===== src/include/apu_defines.svh =====
`ifndef APU_DEFINES_SVH
`define APU_DEFINES_SVH

// channel 1 register addresses
`define APU_NR10 3'd0
`define APU_NR11 3'd1
`define APU_NR12 3'd2
`define APU_NR13 3'd3
`define APU_NR14 3'd4

// bits that always read back as 1
`define APU_NR10_MASK 8'h80
`define APU_NR11_MASK 8'h3f
`define APU_NR12_MASK 8'h00
`define APU_NR13_MASK 8'hff
`define APU_NR14_MASK 8'hbf

// frame sequencer steps that clock the sweep and the envelope
`define APU_STEP_SWEEP_A 3'd2
`define APU_STEP_SWEEP_B 3'd6
`define APU_STEP_ENV     3'd7

`endif


===== src/verilog/apu_pkg.sv =====
package apu_pkg;

	// CPU side register byte and address
	typedef logic [7:0] reg_data_t;
	typedef logic [2:0] reg_addr_t;

	// 11-bit channel frequency
	typedef logic [10:0] freq_t;

	// volume, also the width of the output sample
	typedef logic [3:0] vol_t;

	typedef logic [2:0] period_t;
	typedef logic [2:0] shift_t;

	// length count runs from 64 down to 0
	typedef logic [6:0] len_t;

	typedef logic [1:0] duty_t;

	typedef enum logic [1:0] {
		SWEEP_IDLE,
		SWEEP_RUN,
		SWEEP_DEAD
	} sweep_state_t;

endpackage


===== src/verilog/ch1_regs.sv =====
`timescale 1ns/1ps
`default_nettype none
`include "apu_defines.svh"

module ch1_regs (
	input  logic               clk,
	input  logic               rst_n,
	input  logic               wr,
	input  logic               rd,
	input  apu_pkg::reg_addr_t addr,
	input  apu_pkg::reg_data_t wdata,
	input  logic               freq_wr,
	input  apu_pkg::freq_t     freq_new,
	output apu_pkg::reg_data_t rdata,
	output logic               trigger,
	output logic               length_wr,
	output apu_pkg::period_t   sweep_period,
	output logic               sweep_negate,
	output apu_pkg::shift_t    sweep_shift,
	output apu_pkg::duty_t     duty,
	output logic [5:0]         length_load,
	output apu_pkg::vol_t      env_init,
	output logic               env_up,
	output apu_pkg::period_t   env_period,
	output apu_pkg::freq_t     freq,
	output logic               length_en
);

	apu_pkg::reg_data_t nr10, nr11, nr12, nr13, nr14;

	// ========================================================================
	// write side
	// ========================================================================
	always_ff @(posedge clk or negedge rst_n) begin
		if (!rst_n) begin
			nr10      <= '0;
			nr11      <= '0;
			nr12      <= '0;
			nr13      <= '0;
			nr14      <= '0;
			trigger   <= 1'b0;
			length_wr <= 1'b0;
		end else begin
			if (wr) begin
				case (addr)
					`APU_NR10: nr10 <= wdata;
					`APU_NR11: nr11 <= wdata;
					`APU_NR12: nr12 <= wdata;
					`APU_NR13: nr13 <= wdata;
					`APU_NR14: nr14 <= wdata;
					default: ;
				endcase
			end
			// the sweep unit owns the frequency when it writes back
			if (freq_wr) begin
				nr13      <= freq_new[7:0];
				nr14[2:0] <= freq_new[10:8];
			end
			trigger   <= wr && (addr == `APU_NR14) && wdata[7];
			length_wr <= wr && (addr == `APU_NR11);
		end
	end

	// ========================================================================
	// read side
	// ========================================================================
	always_comb begin
		rdata = '0;
		if (rd) begin
			case (addr)
				`APU_NR10: rdata = nr10 | `APU_NR10_MASK;
				`APU_NR11: rdata = nr11 | `APU_NR11_MASK;
				`APU_NR12: rdata = nr12 | `APU_NR12_MASK;
				`APU_NR13: rdata = nr13 | `APU_NR13_MASK;
				`APU_NR14: rdata = nr14 | `APU_NR14_MASK;
				default:   rdata = 8'hff;
			endcase
		end
	end

	assign sweep_period = nr10[6:4];
	assign sweep_negate = nr10[3];
	assign sweep_shift  = nr10[2:0];
	assign duty         = nr11[7:6];
	assign length_load  = nr11[5:0];
	assign env_init     = nr12[7:4];
	assign env_up       = nr12[3];
	assign env_period   = nr12[2:0];
	assign freq         = {nr14[2:0], nr13};
	assign length_en    = nr14[6];

endmodule


===== src/verilog/ch1_frame_seq.sv =====
`timescale 1ns/1ps
`default_nettype none
`include "apu_defines.svh"

module ch1_frame_seq (
	input  logic clk,
	input  logic rst_n,
	input  logic frame_tick,
	output logic len_tick,
	output logic sweep_tick,
	output logic env_tick
);

	logic [2:0] step;
	logic [2:0] step_next;

	assign step_next = step + 3'd1;

	// ticks are decoded from the step that frame_tick moves to
	always_ff @(posedge clk or negedge rst_n) begin
		if (!rst_n) begin
			step       <= '0;
			len_tick   <= 1'b0;
			sweep_tick <= 1'b0;
			env_tick   <= 1'b0;
		end else begin
			if (frame_tick)
				step <= step_next;
			len_tick   <= frame_tick && !step_next[0];
			sweep_tick <= frame_tick && ((step_next == `APU_STEP_SWEEP_A) ||
			                             (step_next == `APU_STEP_SWEEP_B));
			env_tick   <= frame_tick && (step_next == `APU_STEP_ENV);
		end
	end

endmodule


===== src/verilog/ch1_sweep.sv =====
`timescale 1ns/1ps
`default_nettype none

module ch1_sweep (
	input  logic             clk,
	input  logic             rst_n,
	input  logic             trigger,
	input  logic             sweep_tick,
	input  apu_pkg::period_t sweep_period,
	input  logic             sweep_negate,
	input  apu_pkg::shift_t  sweep_shift,
	input  apu_pkg::freq_t   freq,
	input  logic             active,
	output logic             freq_wr,
	output apu_pkg::freq_t   freq_new,
	output logic             sweep_kill
);

	apu_pkg::sweep_state_t state;
	apu_pkg::freq_t        shadow;
	apu_pkg::period_t      sweep_timer;
	apu_pkg::freq_t        base;
	logic [11:0]           delta;
	logic [11:0]           sum;

	// on trigger the check runs on the register value, later on the shadow copy
	assign base  = trigger ? freq : shadow;
	assign delta = {1'b0, base} >> sweep_shift;
	assign sum   = sweep_negate ? ({1'b0, base} - delta) : ({1'b0, base} + delta);

	always_ff @(posedge clk or negedge rst_n) begin
		if (!rst_n) begin
			state       <= apu_pkg::SWEEP_IDLE;
			shadow      <= '0;
			sweep_timer <= '0;
			freq_wr     <= 1'b0;
			freq_new    <= '0;
			sweep_kill  <= 1'b0;
		end else begin
			freq_wr    <= 1'b0;
			sweep_kill <= 1'b0;
			if (trigger) begin
				shadow      <= freq;
				sweep_timer <= sweep_period;
				if ((sweep_shift != 3'd0) && sum[11]) begin
					state      <= apu_pkg::SWEEP_DEAD;
					sweep_kill <= 1'b1;
				end else if ((sweep_period != 3'd0) || (sweep_shift != 3'd0)) begin
					state <= apu_pkg::SWEEP_RUN;
				end else begin
					state <= apu_pkg::SWEEP_IDLE;
				end
			end else if (sweep_tick && active && (state == apu_pkg::SWEEP_RUN)) begin
				if (sweep_timer > 3'd1) begin
					sweep_timer <= sweep_timer - 3'd1;
				end else begin
					sweep_timer <= sweep_period;
					// a zero period reloads the timer but never steps
					if (sweep_period != 3'd0) begin
						if (sum[11]) begin
							state      <= apu_pkg::SWEEP_DEAD;
							sweep_kill <= 1'b1;
						end else if (sweep_shift != 3'd0) begin
							shadow   <= sum[10:0];
							freq_new <= sum[10:0];
							freq_wr  <= 1'b1;
						end
					end
				end
			end
		end
	end

endmodule


===== src/verilog/ch1_duty_timer.sv =====
`timescale 1ns/1ps
`default_nettype none

module ch1_duty_timer (
	input  logic           clk,
	input  logic           rst_n,
	input  logic           trigger,
	input  logic           active,
	input  apu_pkg::freq_t freq,
	input  apu_pkg::duty_t duty,
	output logic           wave
);

	// reload value 2048 - freq needs one bit more than the frequency
	logic [11:0] timer;
	logic [11:0] reload;
	logic [2:0]  step;
	logic [7:0]  pattern;

	assign reload = 12'd2048 - {1'b0, freq};

	// 12.5%, 25%, 50% and 75% duty, one bit per step
	always_comb begin
		case (duty)
			2'd0:    pattern = 8'b0000_0001;
			2'd1:    pattern = 8'b1000_0001;
			2'd2:    pattern = 8'b1000_0111;
			default: pattern = 8'b0111_1110;
		endcase
	end

	always_ff @(posedge clk or negedge rst_n) begin
		if (!rst_n) begin
			timer <= '0;
			step  <= '0;
			wave  <= 1'b0;
		end else begin
			if (trigger) begin
				timer <= reload;
			end else if (active) begin
				if (timer <= 12'd1) begin
					timer <= reload;
					step  <= step + 3'd1;
				end else begin
					timer <= timer - 12'd1;
				end
			end
			wave <= pattern[step];
		end
	end

endmodule


===== src/verilog/ch1_env_len.sv =====
`timescale 1ns/1ps
`default_nettype none

module ch1_env_len (
	input  logic             clk,
	input  logic             rst_n,
	input  logic             trigger,
	input  logic             length_wr,
	input  logic [5:0]       length_load,
	input  logic             length_en,
	input  logic             len_tick,
	input  logic             env_tick,
	input  apu_pkg::vol_t    env_init,
	input  logic             env_up,
	input  apu_pkg::period_t env_period,
	input  logic             sweep_kill,
	input  logic             wave,
	output apu_pkg::vol_t    sample,
	output logic             active
);

	apu_pkg::len_t    len_cnt;
	apu_pkg::vol_t    volume;
	apu_pkg::period_t env_timer;
	logic             dac_on;
	logic             len_step;

	// the DAC is off when NR12 bits 7 to 3 are all zero
	assign dac_on   = (env_init != 4'd0) || env_up;
	assign len_step = len_tick && length_en && (len_cnt != 7'd0);

	// ========================================================================
	// length counter and channel enable
	// ========================================================================
	always_ff @(posedge clk or negedge rst_n) begin
		if (!rst_n) begin
			len_cnt <= '0;
			active  <= 1'b0;
		end else begin
			if (length_wr)
				len_cnt <= 7'd64 - {1'b0, length_load};
			else if (trigger && (len_cnt == 7'd0))
				len_cnt <= 7'd64;
			else if (len_step)
				len_cnt <= len_cnt - 7'd1;

			if (trigger)
				active <= dac_on;
			else if (len_step && (len_cnt == 7'd1))
				active <= 1'b0;
			if (sweep_kill || !dac_on)
				active <= 1'b0;
		end
	end

	// ========================================================================
	// envelope and sample output
	// ========================================================================
	always_ff @(posedge clk or negedge rst_n) begin
		if (!rst_n) begin
			volume    <= '0;
			env_timer <= '0;
			sample    <= '0;
		end else begin
			if (trigger) begin
				volume    <= env_init;
				env_timer <= env_period;
			end else if (env_tick && (env_period != 3'd0)) begin
				if (env_timer > 3'd1) begin
					env_timer <= env_timer - 3'd1;
				end else begin
					env_timer <= env_period;
					if (env_up && (volume != 4'd15))
						volume <= volume + 4'd1;
					else if (!env_up && (volume != 4'd0))
						volume <= volume - 4'd1;
				end
			end
			sample <= (active && wave) ? volume : 4'd0;
		end
	end

endmodule


===== src/verilog/ch1_top.sv =====
`timescale 1ns/1ps
`default_nettype none

module ch1_top (
	input  logic               clk,
	input  logic               rst_n,
	input  logic               wr,
	input  logic               rd,
	input  apu_pkg::reg_addr_t addr,
	input  apu_pkg::reg_data_t wdata,
	input  logic               frame_tick,
	output apu_pkg::reg_data_t rdata,
	output apu_pkg::vol_t      sample,
	output logic               active
);

	// register fields
	logic               trigger;
	logic               length_wr;
	apu_pkg::period_t   sweep_period;
	logic               sweep_negate;
	apu_pkg::shift_t    sweep_shift;
	apu_pkg::duty_t     duty;
	logic [5:0]         length_load;
	apu_pkg::vol_t      env_init;
	logic               env_up;
	apu_pkg::period_t   env_period;
	apu_pkg::freq_t     freq;
	logic               length_en;

	// sweep write-back and kill
	logic               freq_wr;
	apu_pkg::freq_t     freq_new;
	logic               sweep_kill;

	// frame sequencer ticks and waveform
	logic               len_tick;
	logic               sweep_tick;
	logic               env_tick;
	logic               wave;

	// every port name matches its net, so the blocks connect by name
	ch1_regs       u_regs       (.*);
	ch1_frame_seq  u_frame_seq  (.*);
	ch1_sweep      u_sweep      (.*);
	ch1_duty_timer u_duty_timer (.*);
	ch1_env_len    u_env_len    (.*);

endmodule


===== config.mk =====
export PLATFORM = sky130hd
export DESIGN_NAME = ch1_top
export DESIGN_NICKNAME = d
export VERILOG_FILES = /design/src/verilog/apu_pkg.sv /design/src/verilog/ch1_regs.sv /design/src/verilog/ch1_frame_seq.sv /design/src/verilog/ch1_sweep.sv /design/src/verilog/ch1_duty_timer.sv /design/src/verilog/ch1_env_len.sv /design/src/verilog/ch1_top.sv
export VERILOG_INCLUDE_DIRS = /design/src /design/src/include
export SDC_FILE = /design/constraint.sdc
export NUM_CORES = 1
export LEC_CHECK = 0
export ABC_AREA = 0
export BUFFER_PORTS_ARGS = -buffer_cell sky130_fd_sc_hd__clkbuf_2
export CAP_MARGIN = 20
export CORE_AREA = 2 2 111 113
export CTS_CLUSTER_SIZE = 20
export DETAILED_ROUTE_END_ITERATION = 10
export DIE_AREA = 0 0 113 115
export GPL_TIMING_DRIVEN = 0
export HOLD_SLACK_MARGIN = 0.15
export PLACE_DENSITY = 0.74
export SYNTH_ARGS = -nofsm -noshare
export SYNTH_HDL_FRONTEND = slang
export SYNTH_SLANG_ARGS = --single-unit

===== constraint.sdc =====
create_clock -name clk -period 8.24 [get_ports clk]
set_input_delay 0.824 -clock clk [delete_from_list [all_inputs] [get_ports clk]]
set_output_delay 0.824 -clock clk [all_outputs]
set_load 0.005 [all_outputs]

==> flow_summary.ini <==
[sta]
fin_hold_ws_ns = 0.479
hold_violations = 0
max_freq_mhz = 197
max-slew-margin-rel_pct = 30.5
finalSetupViolCount = 0
worst_slew_pin_slew_ns = 1.04
drv_slew = 0
period_needed_ns = 5.08
finClkSkew_ns = 0.0115
fin_crit_sh_pct = 61.6
fin_setup_tns_ns = 0
rsz0062_at_grt = false

[cts]
clkLatencyLatePin_ns = 0.36
h-tree-depth = 3
cts-root-buf = clkbuf_16
cts_hold_buf = 0
cts_tree = done
ctsLongestPathBuffers = 2
numCtsBuffers = 9
cts.sinks = 107
cts_resized = 0
clkTransAtPathRegs_ns = 0.07
cts_setup_buffers = 0

[critical_path]
cp_data_required_time_ns = 8.48
rr_endpoint = u_sweep.freq_new[3]
end_kind = flip-flop
reg2reg_depth = 16
crit_end = u_sweep.freq_new[3]
crit_fanout = 10
crit_path_start_kind = flip-flop
path_class = reg -> reg
r2r_start = u_regs.trigger
critPathLaunch = u_regs.trigger
reg2reg_setup_slack_ns = 3.16
critPathArrivalTime_ns = 5.32

[routing]
vias = 5694
drtPass1Iterations = 5
drc = 0
dr.first_iter.drc_count = 354
routed_wl_mm = 17.1
via_per_inst = 6.16
drt.antenna.violating_nets = 0
wl_per_cell_um = 18.5

[placement]
gp_congestion = 0.938
io_buffers = 26
hpwlAfterDp_mm = 12.8

[yosys]
netlist_instances = 736
syn-cell-area_um2 = 6940
ys.flop_type = dfrtp_1
syn-num-nets = 784
synth_edf_count = 0
async_reset_ff_share_pct = 100
ys_seq_area_share_pct = 38.6
synth-seq-cells = 107
yosysWarnings = 0
synth.avg_cell_area_um2 = 9.43
synth_cell_type_count = 67

[cells_and_area]
diodes = 0
drive_above_1_share_pct = 13.9
syn_to_final_growth_pct = 8.87
nets = 821

[global_route]
grt_max_degree = 108
overflow = 0
grt_pass1_vias = 5509
grt_first_pass_wirelength_mm = 28.3
antenna_found_initial = 0
grt.total_usage_pct = 27.7

[power]
power_density_nw_per_um2 = 341
ir_drop_v = 0.000176
power.leakage_uw = 0.00329

[outcome]
status = finished, final reports clean

[worst_hold_path]
hold_class = reg -> reg

[floorplan]
die_width_um = 113
die_y_um = 115
die_area_um2 = 13000
io_pins = 29
initial_core_util_pct = 58.8
core_area_um2 = 11800
rows = 40

[job]
maxCapViolations = 0
cells in the mapped netlist (7+ instances only):
| cell | number | area (um2) |
|---|---|---|
| xor2_1 | 11 | 96.3 |
| nor2_1 | 61 | 229 |
| o21a_1 | 7 | 52.6 |
| mux2_4 | 9 | 135 |
| nor4_1 | 11 | 68.8 |
| mux4_2 | 8 | 180 |
| nor2b_1 | 9 | 56.3 |
| xnor2_1 | 26 | 228 |
| nand2_1 | 63 | 236 |
| clkbuf_1 | 24 | 90.1 |
| and3_1 | 7 | 43.8 |
| mux2i_1 | 25 | 250 |
| a21oi_1 | 56 | 280 |
| dfrtp_1 | 107 | 2680 |
| nor3_1 | 22 | 110 |
| inv_1 | 34 | 128 |
| nand2b_1 | 10 | 62.6 |
| a21boi_0 | 8 | 60.1 |
| or3_1 | 7 | 43.8 |
| o21ai_0 | 66 | 330 |
| mux2_2 | 29 | 327 |
| ha_1 | 30 | 375 |
stage by stage:
step	util, %	instance area (um2)	worst slack, ns	power, uW	instances
6_report	64.0	7560	3.16	2580	925
5_1_grt	64.0	7560	2.84	2780	925
4_1_cts	64.0	7560	3.21	2570	925
3_5_place_dp	61.6	7270	3.24	2150	909
3_3_place_gp	61.4	7260	3.21	2100	909
2_1_floorplan	-	6940	3.85	1790	736
kinds of logic after synthesis:
kind of cell | Yosys count | share of synthesized area (%)
fa+ha+maj | 33 | 6.13
xor+xnor | 38 | 5.06
simple gates | 223 | 15.6
compound gates | 193 | 17.3
flops | 107 | 38.6
mux | 72 | 13.2
buf+inv | 70 | 4.11
worst max-delay path: stages, from the launching register on:
cell	delay, ns
dfrtp_1	0.45
buf_6	0.20
buf_2	0.25
clkbuf_1	0.48
clkbuf_1	0.45
buf_1	0.43
a21oi_1	0.22
ha_1	0.32
nor2b_1	0.13
o31a_1	0.25
o21a_1	0.19
o21ai_0	0.20
a21oi_1	0.18
xnor2_4	0.20
nor3_2	0.43
buf_6	0.24
mux2_4	0.31
how the worst min path moves through the flow:
| stage | endpoint | cells past startpoint | slack [ns] | start |
|---|---|---|---|---|
| floorplan | u_env_len.active | 1 | 0.39 | u_sweep.sweep_kill |
| global placement | u_env_len.active | 1 | 0.46 | u_sweep.sweep_kill |
| detailed placement | u_env_len.active | 1 | 0.45 | u_sweep.sweep_kill |
| CTS | u_env_len.active | 1 | 0.48 | u_sweep.sweep_kill |
| global route | u_env_len.active | 1 | 0.50 | u_sweep.sweep_kill |
| finish | u_env_len.active | 1 | 0.48 | u_sweep.sweep_kill |
area by class of cell:
type	count	area, um2
Inverter	34	128
Clock inverter	6	57.6
Multi-Input combinational cell	559	3990
Sequential cell	107	2680
Timing Repair Buffer	26	139
Fill cell	987	4250
Tap cell	147	184
Buffer	36	158
Clock buffer	10	229
where the power goes:
group | switching (uW) | leakage [uW] | internal (uW)
combinational | 751 | 0.00183 | 550
clock | 209 | 0.000133 | 211
sequential | 174 | 0.00133 | 684
total | 1130 | 0.00329 | 1450
layer usage:
layer	track usage, %	vias to the layer above	part of all wire [%]
met5	0	-	0
met4	7.97	0	2.0
met3	4.74	22	5.4
met2	46.1	170	48
met1	37.9	2788	45
li1	-	2714	-
flip-flops by register name (all words and copies together), names as in the netlist, 2 cells and up:
name,cells
u_sweep.shadow,11
u_sweep.freq_new,11
u_sweep.state,2
u_regs.nr10,7
u_regs.nr13,8
u_duty_timer.step,3
u_env_len.len_cnt,7
u_duty_timer.timer,12
u_regs.nr11,8
u_sweep.sweep_timer,3
u_frame_seq.step,3
u_env_len.sample,4
u_regs.nr12,8
u_regs.nr14,4
u_env_len.volume,4
u_env_len.env_timer,3
cell usage in the layout (no fill, tap or decap), types with 5 or more instances in the layout:
cell type | netlist | routed
and2_1 | 5 | 5
and3_1 | 7 | 7
a221oi_1 | 6 | 6
mux2_2 | 29 | 29
nand3_1 | 6 | 6
a31oi_1 | 5 | 5
nor2b_1 | 9 | 9
mux4_2 | 8 | 8
nand2_1 | 63 | 63
nand2b_1 | 10 | 10
inv_1 | 34 | 34
ha_1 | 30 | 30
o21ai_0 | 66 | 66
clkbuf_2 | 0 | 25
a21o_1 | 5 | 5
a21boi_0 | 8 | 8
clkbuf_1 | 24 | 25
nor3_1 | 22 | 22
a21oi_1 | 56 | 56
xnor2_1 | 26 | 26
mux2i_1 | 25 | 25
o21a_1 | 7 | 7
mux2_4 | 9 | 9
or3_1 | 7 | 7
xor2_1 | 11 | 11
or2_2 | 6 | 6
nor4_1 | 11 | 11
dfrtp_1 | 107 | 107
clkbuf_16 | 0 | 9
nor2_1 | 61 | 61
buf_2 | 6 | 6
No activity file was read; power rests on OpenSTA's default activity.
